==> src/cdma_pkg.sv <==
// Circular DMA shared widths, register map and the types passed between its blocks
package cdma_pkg;

	////////////////////
	// Widths
	////////////////////

	localparam int REG_WIDTH = 32;          // AXI4-Lite data
	localparam int AXIL_ADDR_WIDTH = 12;    // AXI4-Lite address
	localparam int ADDR_WIDTH = 32;         // Memory address
	localparam int BEAT_WIDTH = 64;         // Stream and memory data
	localparam int BEAT_BYTES = BEAT_WIDTH / 8;
	localparam int BEAT_SHIFT = $clog2(BEAT_BYTES);
	localparam int MAX_BURST = 16;          // Beats
	localparam int OCCUP_WIDTH = 16;
	localparam int LEN_WIDTH = 8;           // AXI4 awlen
	localparam int IRQ_COUNT = 3;

	localparam logic [1:0] RESP_OKAY = 2'b00;

	////////////////////
	// Register map
	////////////////////

	localparam logic [AXIL_ADDR_WIDTH-1:0] REG_CTRL = 12'h000;
	localparam logic [AXIL_ADDR_WIDTH-1:0] REG_IRQ = 12'h004;
	localparam logic [AXIL_ADDR_WIDTH-1:0] REG_BASE = 12'h008;
	localparam logic [AXIL_ADDR_WIDTH-1:0] REG_SIZE = 12'h00C;
	localparam logic [AXIL_ADDR_WIDTH-1:0] REG_WRITTEN = 12'h010;
	localparam logic [AXIL_ADDR_WIDTH-1:0] REG_MSG_END = 12'h014;
	localparam logic [AXIL_ADDR_WIDTH-1:0] REG_TIMEOUT = 12'h018;
	localparam logic [AXIL_ADDR_WIDTH-1:0] REG_STATUS = 12'h01C;

	// Interrupt source bit positions
	localparam int IRQ_WRAP = 0;
	localparam int IRQ_MSG = 1;
	localparam int IRQ_ERR = 2;

	// One register word, seen as REG_CTRL or as REG_IRQ
	typedef union packed {
		struct packed {
			logic [REG_WIDTH-7:0] rsvd;
			logic [IRQ_COUNT-1:0] irq_enable;
			logic flush_fifo;
			logic srst;
			logic enable;
		} ctrl;
		struct packed {
			logic [REG_WIDTH-4:0] rsvd;
			logic [IRQ_COUNT-1:0] pending;  // Status on read, clear on write
		} irq;
	} cdma_reg_word_u;

	typedef struct packed {
		logic enable;
		logic flush_fifo;
		logic [IRQ_COUNT-1:0] irq_enable;
		logic [ADDR_WIDTH-1:0] mem_base;
		logic [REG_WIDTH-1:0] mem_size;    // Bytes
		logic [REG_WIDTH-1:0] timeout;     // Idle cycles before a partial burst
	} cdma_cfg_t;

	typedef struct packed {
		logic [IRQ_COUNT-1:0] irq_pending;
		logic busy;
		logic fifo_empty;
		logic [REG_WIDTH-1:0] bytes_written;
		logic [REG_WIDTH-1:0] last_msg_end;
	} cdma_stat_t;

	typedef struct packed {
		logic [ADDR_WIDTH-1:0] addr;
		logic [LEN_WIDTH-1:0] len;         // Beats minus one
	} cdma_burst_t;

endpackage
==> src/circular_dma.sv <==
// Circular DMA top writing an AXI4-Stream into a memory ring buffer over AXI4
module circular_dma (
	input logic clk,
	input logic arst_n,
	input logic [cdma_pkg::OCCUP_WIDTH-1:0] fifo_occupancy,
	output logic irq,
	output logic fifo_rst_n,
	input logic shutdown_req,
	output logic shutdown_ack,

	input logic [cdma_pkg::AXIL_ADDR_WIDTH-1:0] s_axi_awaddr,
	input logic s_axi_awvalid,
	output logic s_axi_awready,
	input logic [cdma_pkg::REG_WIDTH-1:0] s_axi_wdata,
	input logic [cdma_pkg::REG_WIDTH/8-1:0] s_axi_wstrb,
	input logic s_axi_wvalid,
	output logic s_axi_wready,
	output logic [1:0] s_axi_bresp,
	output logic s_axi_bvalid,
	input logic s_axi_bready,
	input logic [cdma_pkg::AXIL_ADDR_WIDTH-1:0] s_axi_araddr,
	input logic s_axi_arvalid,
	output logic s_axi_arready,
	output logic [cdma_pkg::REG_WIDTH-1:0] s_axi_rdata,
	output logic [1:0] s_axi_rresp,
	output logic s_axi_rvalid,
	input logic s_axi_rready,

	output logic [cdma_pkg::ADDR_WIDTH-1:0] m_axi_awaddr,
	output logic [cdma_pkg::LEN_WIDTH-1:0] m_axi_awlen,
	output logic m_axi_awvalid,
	input logic m_axi_awready,
	output logic [cdma_pkg::BEAT_WIDTH-1:0] m_axi_wdata,
	output logic m_axi_wlast,
	output logic m_axi_wvalid,
	input logic m_axi_wready,
	input logic [1:0] m_axi_bresp,
	input logic m_axi_bvalid,
	output logic m_axi_bready,

	input logic [cdma_pkg::BEAT_WIDTH-1:0] s_axis_s2mm_tdata,
	input logic s_axis_s2mm_tlast,
	input logic s_axis_s2mm_tvalid,
	output logic s_axis_s2mm_tready
);
	cdma_pkg::cdma_cfg_t cfg;
	cdma_pkg::cdma_stat_t stat;
	cdma_pkg::cdma_burst_t cmd;
	logic srst, cmd_valid, cmd_ready, done, resp_err, saw_last;
	logic [cdma_pkg::IRQ_COUNT-1:0] irq_clear;
	logic [cdma_pkg::LEN_WIDTH:0] beats_done;
	logic [cdma_pkg::LEN_WIDTH-1:0] last_beat_idx;

	////////////////////
	// Blocks
	////////////////////

	cdma_regs u_regs (.*);                  // Register slave
	cdma_ctrl u_ctrl (.*);                  // Burst scheduling and interrupts
	cdma_burst_writer u_writer (.*);        // AXI4 write datapath

	// Interrupt is masked while the system is quiescing
	always_ff @(posedge clk or negedge arst_n) begin
		if (!arst_n) begin
			irq <= 1'b0;
		end else begin
			irq <= (|stat.irq_pending) && !shutdown_req;
		end
	end

	assign fifo_rst_n = arst_n & ~srst;     // External FIFO held in reset by srst

endmodule

==> src/cdma_burst_writer.sv <==
// AXI4 write master moving one stream burst through the AW, W and B phases
module cdma_burst_writer (
	input logic clk,
	input logic arst_n,
	input cdma_pkg::cdma_burst_t cmd,
	input logic cmd_valid,
	output logic cmd_ready,
	output logic done,
	output logic resp_err,
	output logic saw_last,
	output logic [cdma_pkg::LEN_WIDTH:0] beats_done,
	output logic [cdma_pkg::LEN_WIDTH-1:0] last_beat_idx,

	output logic [cdma_pkg::ADDR_WIDTH-1:0] m_axi_awaddr,
	output logic [cdma_pkg::LEN_WIDTH-1:0] m_axi_awlen,
	output logic m_axi_awvalid,
	input logic m_axi_awready,
	output logic [cdma_pkg::BEAT_WIDTH-1:0] m_axi_wdata,
	output logic m_axi_wlast,
	output logic m_axi_wvalid,
	input logic m_axi_wready,
	input logic [1:0] m_axi_bresp,
	input logic m_axi_bvalid,
	output logic m_axi_bready,

	input logic [cdma_pkg::BEAT_WIDTH-1:0] s_axis_s2mm_tdata,
	input logic s_axis_s2mm_tlast,
	input logic s_axis_s2mm_tvalid,
	output logic s_axis_s2mm_tready
);
	typedef enum logic [1:0] {ST_IDLE, ST_AW, ST_W, ST_B} state_t;

	state_t state;
	cdma_pkg::cdma_burst_t cmd_q;
	logic [cdma_pkg::LEN_WIDTH-1:0] beat_cnt;
	logic w_hs;

	assign cmd_ready = state == ST_IDLE;
	assign m_axi_awvalid = state == ST_AW;
	assign m_axi_awaddr = cmd_q.addr;
	assign m_axi_awlen = cmd_q.len;
	assign m_axi_wvalid = (state == ST_W) && s_axis_s2mm_tvalid;   // Stream beat passes through
	assign s_axis_s2mm_tready = (state == ST_W) && m_axi_wready;
	assign m_axi_wdata = s_axis_s2mm_tdata;
	assign m_axi_wlast = beat_cnt == cmd_q.len;
	assign m_axi_bready = state == ST_B;
	assign w_hs = m_axi_wvalid && m_axi_wready;
	assign done = m_axi_bvalid && m_axi_bready;
	assign resp_err = m_axi_bresp != cdma_pkg::RESP_OKAY;
	assign beats_done = {1'b0, cmd_q.len} + 1'b1;

	always_ff @(posedge clk or negedge arst_n) begin
		if (!arst_n) begin
			state <= ST_IDLE;
			saw_last <= 1'b0;
		end else begin
			case (state)
				ST_IDLE: begin
					if (cmd_valid) begin
						saw_last <= 1'b0;               // Fresh burst
						state <= ST_AW;
					end
				end
				ST_AW: begin
					if (m_axi_awready) begin
						state <= ST_W;
					end
				end
				ST_W: begin
					if (w_hs) begin
						if (s_axis_s2mm_tlast) begin
							saw_last <= 1'b1;
						end
						if (m_axi_wlast) begin
							state <= ST_B;
						end
					end
				end
				ST_B: begin
					if (m_axi_bvalid) begin
						state <= ST_IDLE;
					end
				end
				default: state <= ST_IDLE;
			endcase
		end
	end

	always_ff @(posedge clk) begin
		if (cmd_valid && cmd_ready) begin
			cmd_q <= cmd;
			beat_cnt <= '0;
		end else if (w_hs) begin
			beat_cnt <= beat_cnt + 1'b1;
			if (s_axis_s2mm_tlast) begin
				last_beat_idx <= beat_cnt;          // Last tlast seen wins
			end
		end
	end

	// B phase opens right after beat awlen and never earlier
	assert property (@(posedge clk) disable iff (!arst_n)
		w_hs |=> m_axi_bready == $past(beat_cnt == m_axi_awlen));

endmodule

==> src/cdma_ctrl.sv <==
// DMA control FSM choosing burst length, wrapping the ring offset and raising interrupts
module cdma_ctrl (
	input logic clk,
	input logic arst_n,
	input cdma_pkg::cdma_cfg_t cfg,
	input logic [cdma_pkg::IRQ_COUNT-1:0] irq_clear,
	input logic [cdma_pkg::OCCUP_WIDTH-1:0] fifo_occupancy,
	input logic shutdown_req,
	output logic shutdown_ack,
	output cdma_pkg::cdma_stat_t stat,
	output cdma_pkg::cdma_burst_t cmd,
	output logic cmd_valid,
	input logic cmd_ready,
	input logic done,
	input logic resp_err,
	input logic saw_last,
	input logic [cdma_pkg::LEN_WIDTH:0] beats_done,
	input logic [cdma_pkg::LEN_WIDTH-1:0] last_beat_idx
);
	typedef enum logic [1:0] {ST_IDLE, ST_ISSUE, ST_WAIT} state_t;

	state_t state;
	logic [cdma_pkg::ADDR_WIDTH-1:0] offset_q, msg_end_q, next_off, msg_end;
	logic [cdma_pkg::ADDR_WIDTH-1:0] occ, beats_left, burst_beats;
	logic [cdma_pkg::REG_WIDTH-1:0] idle_cnt;
	logic [cdma_pkg::IRQ_COUNT-1:0] pending_q, irq_set;
	logic full_burst, timed_out, go, wrap;

	////////////////////
	// Burst decision
	////////////////////

	always_comb begin
		occ = cdma_pkg::ADDR_WIDTH'(fifo_occupancy);
		beats_left = (cfg.mem_size - offset_q) >> cdma_pkg::BEAT_SHIFT;  // Up to buffer end
		burst_beats = occ;
		if (burst_beats > cdma_pkg::MAX_BURST) begin
			burst_beats = cdma_pkg::MAX_BURST;
		end
		if (burst_beats > beats_left) begin
			burst_beats = beats_left;
		end
		full_burst = occ >= cdma_pkg::MAX_BURST;
		timed_out = (occ != '0) && (cfg.flush_fifo || idle_cnt >= cfg.timeout);
		go = cfg.enable && !shutdown_req && (beats_left != '0) && (full_burst || timed_out);
	end

	// Completion bookkeeping
	always_comb begin
		next_off = offset_q + (cdma_pkg::ADDR_WIDTH'(beats_done) << cdma_pkg::BEAT_SHIFT);
		wrap = next_off >= cfg.mem_size;
		msg_end = offset_q
			+ ((cdma_pkg::ADDR_WIDTH'(last_beat_idx) + 1) << cdma_pkg::BEAT_SHIFT);
		if (msg_end >= cfg.mem_size) begin
			msg_end = '0;                           // Message ended on the last slot
		end
		irq_set = '0;
		irq_set[cdma_pkg::IRQ_WRAP] = done && wrap;
		irq_set[cdma_pkg::IRQ_MSG] = done && saw_last;
		irq_set[cdma_pkg::IRQ_ERR] = done && resp_err;
		irq_set = irq_set & cfg.irq_enable;       // Disabled sources never pend
	end

	////////////////////
	// FSM
	////////////////////

	always_ff @(posedge clk or negedge arst_n) begin
		if (!arst_n) begin
			state <= ST_IDLE;
			offset_q <= '0;
			msg_end_q <= '0;
			idle_cnt <= '0;
			pending_q <= '0;
			cmd_valid <= 1'b0;
			shutdown_ack <= 1'b0;
		end else begin
			pending_q <= (pending_q & ~irq_clear) | irq_set;
			shutdown_ack <= shutdown_req && (state == ST_IDLE);  // Nothing in flight
			case (state)
				ST_IDLE: begin
					if (go) begin
						cmd_valid <= 1'b1;
						idle_cnt <= '0;
						state <= ST_ISSUE;
					end else if (occ == '0) begin
						idle_cnt <= '0;
					end else if (idle_cnt != '1) begin
						idle_cnt <= idle_cnt + 1'b1;
					end
				end
				ST_ISSUE: begin
					if (cmd_ready) begin
						cmd_valid <= 1'b0;
						state <= ST_WAIT;
					end
				end
				ST_WAIT: begin
					if (done) begin
						offset_q <= wrap ? '0 : next_off;
						if (saw_last) begin
							msg_end_q <= msg_end;
						end
						state <= ST_IDLE;
					end
				end
				default: state <= ST_IDLE;
			endcase
		end
	end

	always_ff @(posedge clk) begin
		if (state == ST_IDLE && go) begin
			cmd.addr <= cfg.mem_base + offset_q;
			cmd.len <= cdma_pkg::LEN_WIDTH'(burst_beats - 1);
		end
	end

	assign stat.irq_pending = pending_q;
	assign stat.busy = state != ST_IDLE;
	assign stat.fifo_empty = fifo_occupancy == '0;
	assign stat.bytes_written = offset_q;
	assign stat.last_msg_end = msg_end_q;

	// Burst stays inside the ring
	assert property (@(posedge clk) disable iff (!arst_n)
		cmd_valid |-> (cmd.addr - cfg.mem_base)
			+ ((cdma_pkg::ADDR_WIDTH'(cmd.len) + 1) << cdma_pkg::BEAT_SHIFT) <= cfg.mem_size);

	assert property (@(posedge clk) disable iff (!arst_n)
		cmd_valid && !cmd_ready |=> cmd_valid && $stable(cmd));

endmodule

==> src/cdma_regs.sv <==
// AXI4-Lite register slave holding the DMA configuration, status readback and interrupt clear
module cdma_regs (
	input logic clk,
	input logic arst_n,

	input logic [cdma_pkg::AXIL_ADDR_WIDTH-1:0] s_axi_awaddr,
	input logic s_axi_awvalid,
	output logic s_axi_awready,
	input logic [cdma_pkg::REG_WIDTH-1:0] s_axi_wdata,
	input logic [cdma_pkg::REG_WIDTH/8-1:0] s_axi_wstrb,
	input logic s_axi_wvalid,
	output logic s_axi_wready,
	output logic [1:0] s_axi_bresp,
	output logic s_axi_bvalid,
	input logic s_axi_bready,
	input logic [cdma_pkg::AXIL_ADDR_WIDTH-1:0] s_axi_araddr,
	input logic s_axi_arvalid,
	output logic s_axi_arready,
	output logic [cdma_pkg::REG_WIDTH-1:0] s_axi_rdata,
	output logic [1:0] s_axi_rresp,
	output logic s_axi_rvalid,
	input logic s_axi_rready,

	output cdma_pkg::cdma_cfg_t cfg,
	output logic srst,
	output logic [cdma_pkg::IRQ_COUNT-1:0] irq_clear,
	input cdma_pkg::cdma_stat_t stat
);
	logic wr_en, rd_en;
	logic [cdma_pkg::REG_WIDTH-1:0] wmask, rd_mux;
	logic [cdma_pkg::REG_WIDTH-1:0] base_q, size_q, timeout_q;
	cdma_pkg::cdma_reg_word_u ctrl_q, wr_word, irq_word, irq_rd;

	// Byte-lane merge of a write into the current register value
	function automatic logic [cdma_pkg::REG_WIDTH-1:0] merge(
		input logic [cdma_pkg::REG_WIDTH-1:0] cur
	);
		merge = (cur & ~wmask) | (s_axi_wdata & wmask);
	endfunction

	assign wr_en = s_axi_awvalid & s_axi_wvalid & ~s_axi_bvalid;  // AW and W taken together
	assign s_axi_awready = wr_en;
	assign s_axi_wready = wr_en;
	assign s_axi_bresp = cdma_pkg::RESP_OKAY;
	assign s_axi_arready = ~s_axi_rvalid;
	assign rd_en = s_axi_arvalid & s_axi_arready;
	assign s_axi_rresp = cdma_pkg::RESP_OKAY;

	always_comb begin
		for (int i = 0; i < cdma_pkg::REG_WIDTH / 8; i++) begin
			wmask[8*i +: 8] = {8{s_axi_wstrb[i]}};
		end
		wr_word = merge(ctrl_q);
		wr_word.ctrl.rsvd = '0;                 // Unused bits read as zero
		irq_word = s_axi_wdata & wmask;
	end

	////////////////////
	// Write path
	////////////////////

	always_ff @(posedge clk or negedge arst_n) begin
		if (!arst_n) begin
			ctrl_q <= '0;
			base_q <= '0;
			size_q <= '0;
			timeout_q <= '0;
			irq_clear <= '0;
			s_axi_bvalid <= 1'b0;
		end else begin
			irq_clear <= '0;                    // One-cycle pulse
			if (s_axi_bvalid && s_axi_bready) begin
				s_axi_bvalid <= 1'b0;
			end
			if (wr_en) begin
				s_axi_bvalid <= 1'b1;
				case (s_axi_awaddr)
					cdma_pkg::REG_CTRL: ctrl_q <= wr_word;
					cdma_pkg::REG_IRQ: irq_clear <= irq_word.irq.pending;
					cdma_pkg::REG_BASE: base_q <= merge(base_q);
					cdma_pkg::REG_SIZE: size_q <= merge(size_q);
					cdma_pkg::REG_TIMEOUT: timeout_q <= merge(timeout_q);
					default: ;                      // Read-only or unmapped
				endcase
			end
		end
	end

	////////////////////
	// Read path
	////////////////////

	always_comb begin
		irq_rd = '0;
		irq_rd.irq.pending = stat.irq_pending;
		case (s_axi_araddr)
			cdma_pkg::REG_CTRL: rd_mux = ctrl_q;
			cdma_pkg::REG_IRQ: rd_mux = irq_rd;
			cdma_pkg::REG_BASE: rd_mux = base_q;
			cdma_pkg::REG_SIZE: rd_mux = size_q;
			cdma_pkg::REG_WRITTEN: rd_mux = stat.bytes_written;
			cdma_pkg::REG_MSG_END: rd_mux = stat.last_msg_end;
			cdma_pkg::REG_TIMEOUT: rd_mux = timeout_q;
			cdma_pkg::REG_STATUS: rd_mux = cdma_pkg::REG_WIDTH'({stat.fifo_empty, stat.busy});
			default: rd_mux = '0;
		endcase
	end

	always_ff @(posedge clk or negedge arst_n) begin
		if (!arst_n) begin
			s_axi_rvalid <= 1'b0;
		end else if (rd_en) begin
			s_axi_rvalid <= 1'b1;
		end else if (s_axi_rready) begin
			s_axi_rvalid <= 1'b0;
		end
	end

	always_ff @(posedge clk) begin
		if (rd_en) begin
			s_axi_rdata <= rd_mux;                // Held until rready
		end
	end

	assign cfg.enable = ctrl_q.ctrl.enable;
	assign cfg.flush_fifo = ctrl_q.ctrl.flush_fifo;
	assign cfg.irq_enable = ctrl_q.ctrl.irq_enable;
	assign cfg.mem_base = base_q;
	assign cfg.mem_size = size_q;
	assign cfg.timeout = timeout_q;
	assign srst = ctrl_q.ctrl.srst;

	// A write response only follows an accepted write
	assert property (@(posedge clk) disable iff (!arst_n)
		$rose(s_axi_bvalid) |-> $past(s_axi_awvalid && s_axi_awready && s_axi_wvalid));

endmodule

==> config.mk <==
export PLATFORM = sky130hd
export DESIGN_NAME = circular_dma
export DESIGN_NICKNAME = d
export VERILOG_FILES = /design/src/cdma_pkg.sv /design/src/circular_dma.sv /design/src/cdma_burst_writer.sv /design/src/cdma_ctrl.sv /design/src/cdma_regs.sv
export SDC_FILE = /design/constraint.sdc
export NUM_CORES = 1
export LEC_CHECK = 0
export ABC_AREA = 1
export BUFFER_PORTS_ARGS = -buffer_cell sky130_fd_sc_hd__buf_2
export CORE_MARGIN = 2
export CORE_UTILIZATION = 52
export DETAILED_ROUTE_END_ITERATION = 7
export HOLD_SLACK_MARGIN = 0.12
export PLACE_DENSITY = 0.73
export RECOVER_POWER = 25
export SLEW_MARGIN = 20
export SYNTH_ARGS = -nofsm -noshare
export SYNTH_HDL_FRONTEND = slang
export SYNTH_SLANG_ARGS = --single-unit
==> constraint.sdc <==
create_clock -name clk -period 5 [get_ports clk]
set_clock_uncertainty 0.2 [all_clocks]
set_input_delay 0.75 -clock clk [delete_from_list [all_inputs] [get_ports clk]]
set_output_delay 0.75 -clock clk [all_outputs]
set_load 0.005 [all_outputs]
---- After elaboration in Yosys (flattened, before gate mapping) ----
Index checks and enable logic that the tools add are counted.
operators by class
  $add $sub $neg .......................... 9
  order comparisons ....................... 6
  equal/unequal tests ..................... 27
  muxes and demuxes ....................... 31
  bitwise logic cells ..................... 22
  reduce and logical (&&, ||, !) cells .... 47
operators by type and width
  cell                   number
  $pmux 32 s8            1
  $mux 32                5
  $and 32x32->32         4
  $ge 32x32->1           3
  $or 32x32->32          3
  $add 32x32->32         2
  $eq 12x5->1 const B    5
  $eq 12x4->1 const B    4
  $add 32x1->32 const B  1
  $add 32x12->32         1
  $logic_not 32->1       1
  $ne 32x32->1 const B   1
  $not 32->32            1
  $reduce_bool 32->1     1
  $sub 32x32->32         1
  $gt 16x29->1           1
  $eq 12x3->1 const B    2
  $logic_not 12->1       2
  $add 8x1->9 const B    2
  $ge 16x5->1 const B    1
  $gt 16x5->1 const B    1
  $logic_and 1x1->1      16
  $logic_not 16->1       1
  $mux 16                1
  32 further kinds       81
word-level totals
  register bits ........................... 342
  input bits .............................. 155
  output and inout port bits .............. 153
  logic and storage cells ................. 166

---- Logic depth before layout (Yosys ltp) ----
  word-level depth ........................ 7
  gate-level depth with buffers ........... 29
  depth with buffers taken out ............ 28

---- Modules after synthesis ----
A second synthesis with hierarchy kept.
unflattened totals
  cell total of the unflattened synthesis .. 3158
  area, all modules ....................... 24384.6 µm²
modules (own cells, without submodules)
  module             instances  cells each  area an instance (µm²)  seq. area each (µm²)
  cdma_ctrl          1          1885        13691.9                 3653.5
  cdma_regs          1          1026        7887.6                  3638.5
  cdma_burst_writer  1          241         2760.1                  1676.6
  circular_dma       1          6           45.0                    25.0

---- Worst setup path before layout ----
Ideal clock, no wire load.
  path kind ............................... reg2reg
  start ................................... register u_writer.cmd_q (netlist bit u_writer.m_axi_awlen[0])
  end ..................................... register u_ctrl.offset_q[11] (netlist name)
  library setup time ...................... 0.138 ns
  arrival time ............................ 4.325 ns
  required time ........................... 4.662 ns
  slack ................................... 0.337 ns
  stages on the path, launching flop included .. 27
  path buffers ............................ 1
  period minus slack after synthesis ...... 4.663 ns
  path through ............................ edfxtp_1 > ha_1 > inv_1 > fa_1 > inv_1 > a21oi_1 > o21ai_1 > nand3_1 > nand2_1 > a21boi_1 > or2_2 > nand2_1 > nand2_1 > nor2_2 > nand3_1 > nor2_1 > xor2_1 > inv_1 > ha_1 > inv_1 > nor4_1 > inv_1 > nor4_1 > a21boi_1 > nand2_1 > clkbuf_1 > o22ai_1
on the way
  cells in the longest elaborated chain, start to end .. 4
RTL lines
  element                   RTL line                 source
  start: declaration        cdma_burst_writer.sv:34  cdma_pkg::cdma_burst_t cmd_q;
  start signal: assignment  cdma_burst_writer.sv:91  cmd_q <= cmd;
  $add 8x1->9 *             cdma_burst_writer.sv:50  assign beats_done = {1'b0, cmd_q.len} + 1'b1;
  $add 32x12->32 *          cdma_ctrl.sv:50          next_off = offset_q + (cdma_pkg::ADDR_WIDTH'(beats_done) << cdma_pkg::BEAT_SHIFT);
  $ge 32x32->1              cdma_ctrl.sv:51          wrap = next_off >= cfg.mem_size;
  $mux 32 *                 cdma_ctrl.sv:100         offset_q <= wrap ? '0 : next_off;
  end signal: assignment    cdma_ctrl.sv:100
  end: declaration          cdma_ctrl.sv:23          logic [cdma_pkg::ADDR_WIDTH-1:0] offset_q, msg_end_q, next_off, msg_end;
Every way passes the cells marked *; elsewhere a longest branch is shown, timed or not.
A chain may end at the register's enable or synchronous reset.

---- Worst setup path after layout ----
  start ................................... register u_writer.cmd_q (netlist bit u_writer.m_axi_awlen[0])
  end ..................................... register u_ctrl.offset_q[18] (netlist name)
Same word-level chain as after synthesis.

==> flow_summary.yaml <==
timing:
  timing.final.setup_violations: 0
  part_of_the_cycle_the_worst_path_needs_pct: 95.4
  slew-limit-headroom_pct: -39.0
  setup_repair_after_global_routing_missed_its_margin: "yes"
  timing.final.hold_violations: 0
  timing.final.max_slew_violations: 33
  tightest_slew_ps: 2090
  fmax_mhz: 210
  fin_crit_ps: 4770
power_and_ir_drop:
  worst_ir_drop_vdd_uv: 282
  clock_power_share_pct: 34.1
  seqPwrFrac_pct: 35.4
  total_leakage_power_nw: 13.4
  fin_total_pwr_w: 0.00931
  power.density_nw_per_um2: 356
  power_report.internal_total_w: 0.00612
  power.share.switching_pct: 34.3
  comb_power_share_pct: 30.5
  power_switching_w: 0.00319
synth:
  synth_top_cell_by_area: "sky130_fd_sc_hd__dfrtp_1"
  synth.cell_area_um2: 23100
  synth_cells: 2960
  synth.top_cell.area_share_pct: 22.7
  most_common_library_cells_after_synthesis: "543 x sky130_fd_sc_hd__inv_1, 531 x sky130_fd_sc_hd__nand2_1, 259 x sky130_fd_sc_hd__nor2_1, 209 x sky130_fd_sc_hd__a21oi_1, 209 x sky130_fd_sc_hd__dfrtp_1"
  synth_sequential_area_ratio_pct: 39.0
  synth_edf_count: 120
  synthTopCellsByArea: "sky130_fd_sc_hd__dfrtp_1 23%, sky130_fd_sc_hd__edfxtp_1 16%, sky130_fd_sc_hd__ha_1 10%, sky130_fd_sc_hd__inv_1 8.8%, sky130_fd_sc_hd__nand2_1 8.6%"
  async_reset_ff_share_pct: 62.0
  synth_area_per_cell_um2: 7.80
  synth-warning-count: 0
  postSynthRegisterBits: 337
  synth.most_common_cell: "sky130_fd_sc_hd__inv_1"
  synth-main-ff-cell: "sky130_fd_sc_hd__dfrtp_1"
  ys_types: 59
floorplanning:
  floorplan_die_area_um2: 46100
  initial_core_util_pct: 52.4
  num_io_pins: 308
  die_h_um: 215
  core_footprint_um2: 44000
  number_of_placement_rows: 77
  die_w_um: 215
finish:
  area_delta_synth_final_pct: 13.3
  seqCellArea_um2: 8990
  post_route_cells_drive_above_1_share_pct: 12.1
  num-nets-final: 3465
  num-fill-cells: 4035
  area_of_the_multi_input_gates_um2: 11600
  final_core_util_pct: 59.4
  antenna_cells: 0
  fin_area_um2: 26200
drt:
  antenna_left: 0
  vias_per_cell: 5.56
  drt_iter0_drc: 1814
  dr.pass1.iters: 8
  post_drt_wl_per_cell_um: 19.9
  route.vias.total: 20800
  route.detailed.drc: 0
  drt-total-wl_mm: 74.4
cts:
  tritoncts.num_buffers: 40
  worstSkewPairLatency_ps: 570
  cts_tree: "done"
  cts.path.max_buffers: 3
  clock-sinks: 337
  cts.reportedPaths.clkPinSlew_ps: 60
  clock-root-buffer: "sky130_fd_sc_hd__clkbuf_16"
  cts_max_level: 2
placed_design:
  dpl.hpwl_mm: 58.3
  place_area_um2: 24400
  buffer_ports.inserted: 175
  place_congestion: 0.977
min_path:
  holdCritPathClass: "in -> reg"
global_routing:
  globalRoute.totalOverflow: 0
  grtUsageTotal_pct: 31.6
  grt_first_pass_wirelength_mm: 114
  first_global_vias: 19800
  grt_max_degree: 69
  grt_antenna_before_repair: 0
critical_path:
  critical_path.endpoint_type: "flip-flop"
  cp-start-kind: "flip-flop"
  worst-path-max-fanout: 7
  setup.worst_path.class: "reg -> reg"
  crit_required_ps: 5230
  worstPathArrival_ps: 5000
status:
  violations: "capacitance limit, slew limit"
  outcome: "finished, violations left"
flow_run:
  max_cap_viols: 1
==> power by group through the flow <==
stage | Sequential, W | Clock, W | Combinational (W)
6_report | 0.00329 | 0.00317 | 0.00284
5_1_grt | 0.00331 | 0.00331 | 0.00317
4_1_cts | 0.00329 | 0.00322 | 0.00258
3_5_place_dp | 0.00333 | 0 | 0.00254
3_3_place_gp | 0.00333 | 0 | 0.00250
2_1_floorplan | 0.00329 | 0 | 0.00175
==> kinds of logic (layout without fill, tap and decap cells) <==
family,after synthesis,in the layout,synth area share (%)
xor+xnor,134,134,5.08
simple gates,1146,1146,21.6
other cells,1,14,0.0162
fa+ha+maj,190,190,10.4
flops,337,337,39.0
compound gates,475,475,11.7
buf+inv,677,855,12.2
==> worst max-delay path, cell delays in order, from the launching register on <==
cell                        delay (ps)
sky130_fd_sc_hd__edfxtp_1          460
sky130_fd_sc_hd__ha_4              300
sky130_fd_sc_hd__inv_1              50
sky130_fd_sc_hd__fa_2              350
sky130_fd_sc_hd__inv_2              70
sky130_fd_sc_hd__a21oi_1            60
sky130_fd_sc_hd__o21ai_1           180
sky130_fd_sc_hd__nand3_1           110
sky130_fd_sc_hd__nand2_2            90
sky130_fd_sc_hd__a21boi_2           60
sky130_fd_sc_hd__or2_4             240
sky130_fd_sc_hd__nand2_4            70
sky130_fd_sc_hd__nand2_4            70
sky130_fd_sc_hd__nor2_4            180
sky130_fd_sc_hd__nand2_2           100
sky130_fd_sc_hd__nor2_4            160
sky130_fd_sc_hd__xor2_2            160
sky130_fd_sc_hd__inv_1             100
sky130_fd_sc_hd__ha_4              270
sky130_fd_sc_hd__nand2_1            70
sky130_fd_sc_hd__nor4_2            280
sky130_fd_sc_hd__buf_4             160
sky130_fd_sc_hd__inv_1              50
sky130_fd_sc_hd__nor4_4            270
sky130_fd_sc_hd__a21boi_4          150
sky130_fd_sc_hd__clkbuf_16         200
sky130_fd_sc_hd__nand3_1            60
sky130_fd_sc_hd__o21ai_0           100
==> per-stage QoR <==
step                std cells  TNS, ps  hold WS, ps  setup slack [ps]
finish                   3743        0          159               232
global route             3743     -678          173             -50.6
CTS                      3735        0          142              13.5
detailed placement       3661     -890          205             -59.2
global placement         3661        0          202              64.9
floorplan                2973        0          200               337
==> per-layer routing <==
metal  GRT usage [%]  share of wire, %
met1            41.5                42
met5               0                 0
met4            16.4               5.6
met2            51.0                46
met3            4.40               6.9
==> path summary, 6_finish.rpt <==
| check | startpoint | endpoint | cells after the start | slack, ps |
|---|---|---|---|---|
| setup / recovery | u_writer.m_axi_awlen[0]$_DFFE_PP_ | u_ctrl.offset_q[18]$_DFFE_PN0P_ | 27 | 230 |
| hold / removal | s_axi_bready | u_regs.s_axi_bvalid$_DFFE_PN0P_ | 2 | 160 |
| setup reg to reg | u_writer.m_axi_awlen[0]$_DFFE_PP_ | u_ctrl.offset_q[18]$_DFFE_PN0P_ | 27 | 230 |
| hold reg to reg | u_ctrl.cmd[14]$_DFFE_PP_ | u_writer.m_axi_awaddr[6]$_DFFE_PP_ | 0 | 220 |
| max in group asynchronous | arst_n | u_regs.size_q[15]$_DFFE_PN0P_ | 3 | 2720 |
| min in group asynchronous | arst_n | u_writer.state[0]$_DFFE_PN0P_ | 2 | 520 |
==> cells in the final DEF, fill, tap and decap left out, drive strengths merged, types with 22 or more instances in the layout <==
cell	netlist	routed
o21ai	126	126
nor2	272	272
dfrtp	209	209
buf	81	222
o22ai	47	47
o221ai	22	22
clkbuf	41	55
ha	188	188
inv	549	551
a21oi	209	209
nand3	192	192
nor3	50	50
xnor2	32	32
nand2	537	537
xor2	102	102
nor4	25	25
nand4	53	53
edfxtp	120	120
==> sequential cells by signal, summed over array words and instances, names as in the netlist, 29 cells and up <==
register               count
u_writer.m_axi_awaddr     32
u_regs.size_q             32
u_regs.base_q             32
u_regs.timeout_q          32
u_ctrl.offset_q           29
u_ctrl.idle_cnt           32
u_regs.s_axi_rdata        32
u_ctrl.cmd                40
u_ctrl.msg_end_q          30
==> what timing repair did <==
item / CTS / global route
hold buffers: 1 / 0
endpoints found under the setup margin: 30 / 59
pin swaps: 0 / 13
setup buffers: 0 / 6
endpoints found under the hold margin: 54 / 0
gates cloned: 0 / 2
gates resized for setup: 2 / 59
==> layout make-up <==
| class | instances | share of cell area (%) |
|---|---|---|
| Tap cell | 592 | 2.83 |
| Timing Repair Buffer | 227 | 5.04 |
| Inverter | 555 | 7.97 |
| Clock inverter | 22 | 1.26 |
| Clock buffer | 51 | 4.18 |
| Sequential cell | 337 | 34.4 |
| Multi-Input combinational cell | 1959 | 44.3 |
Note: power is estimated with default switching activity, not from simulation.
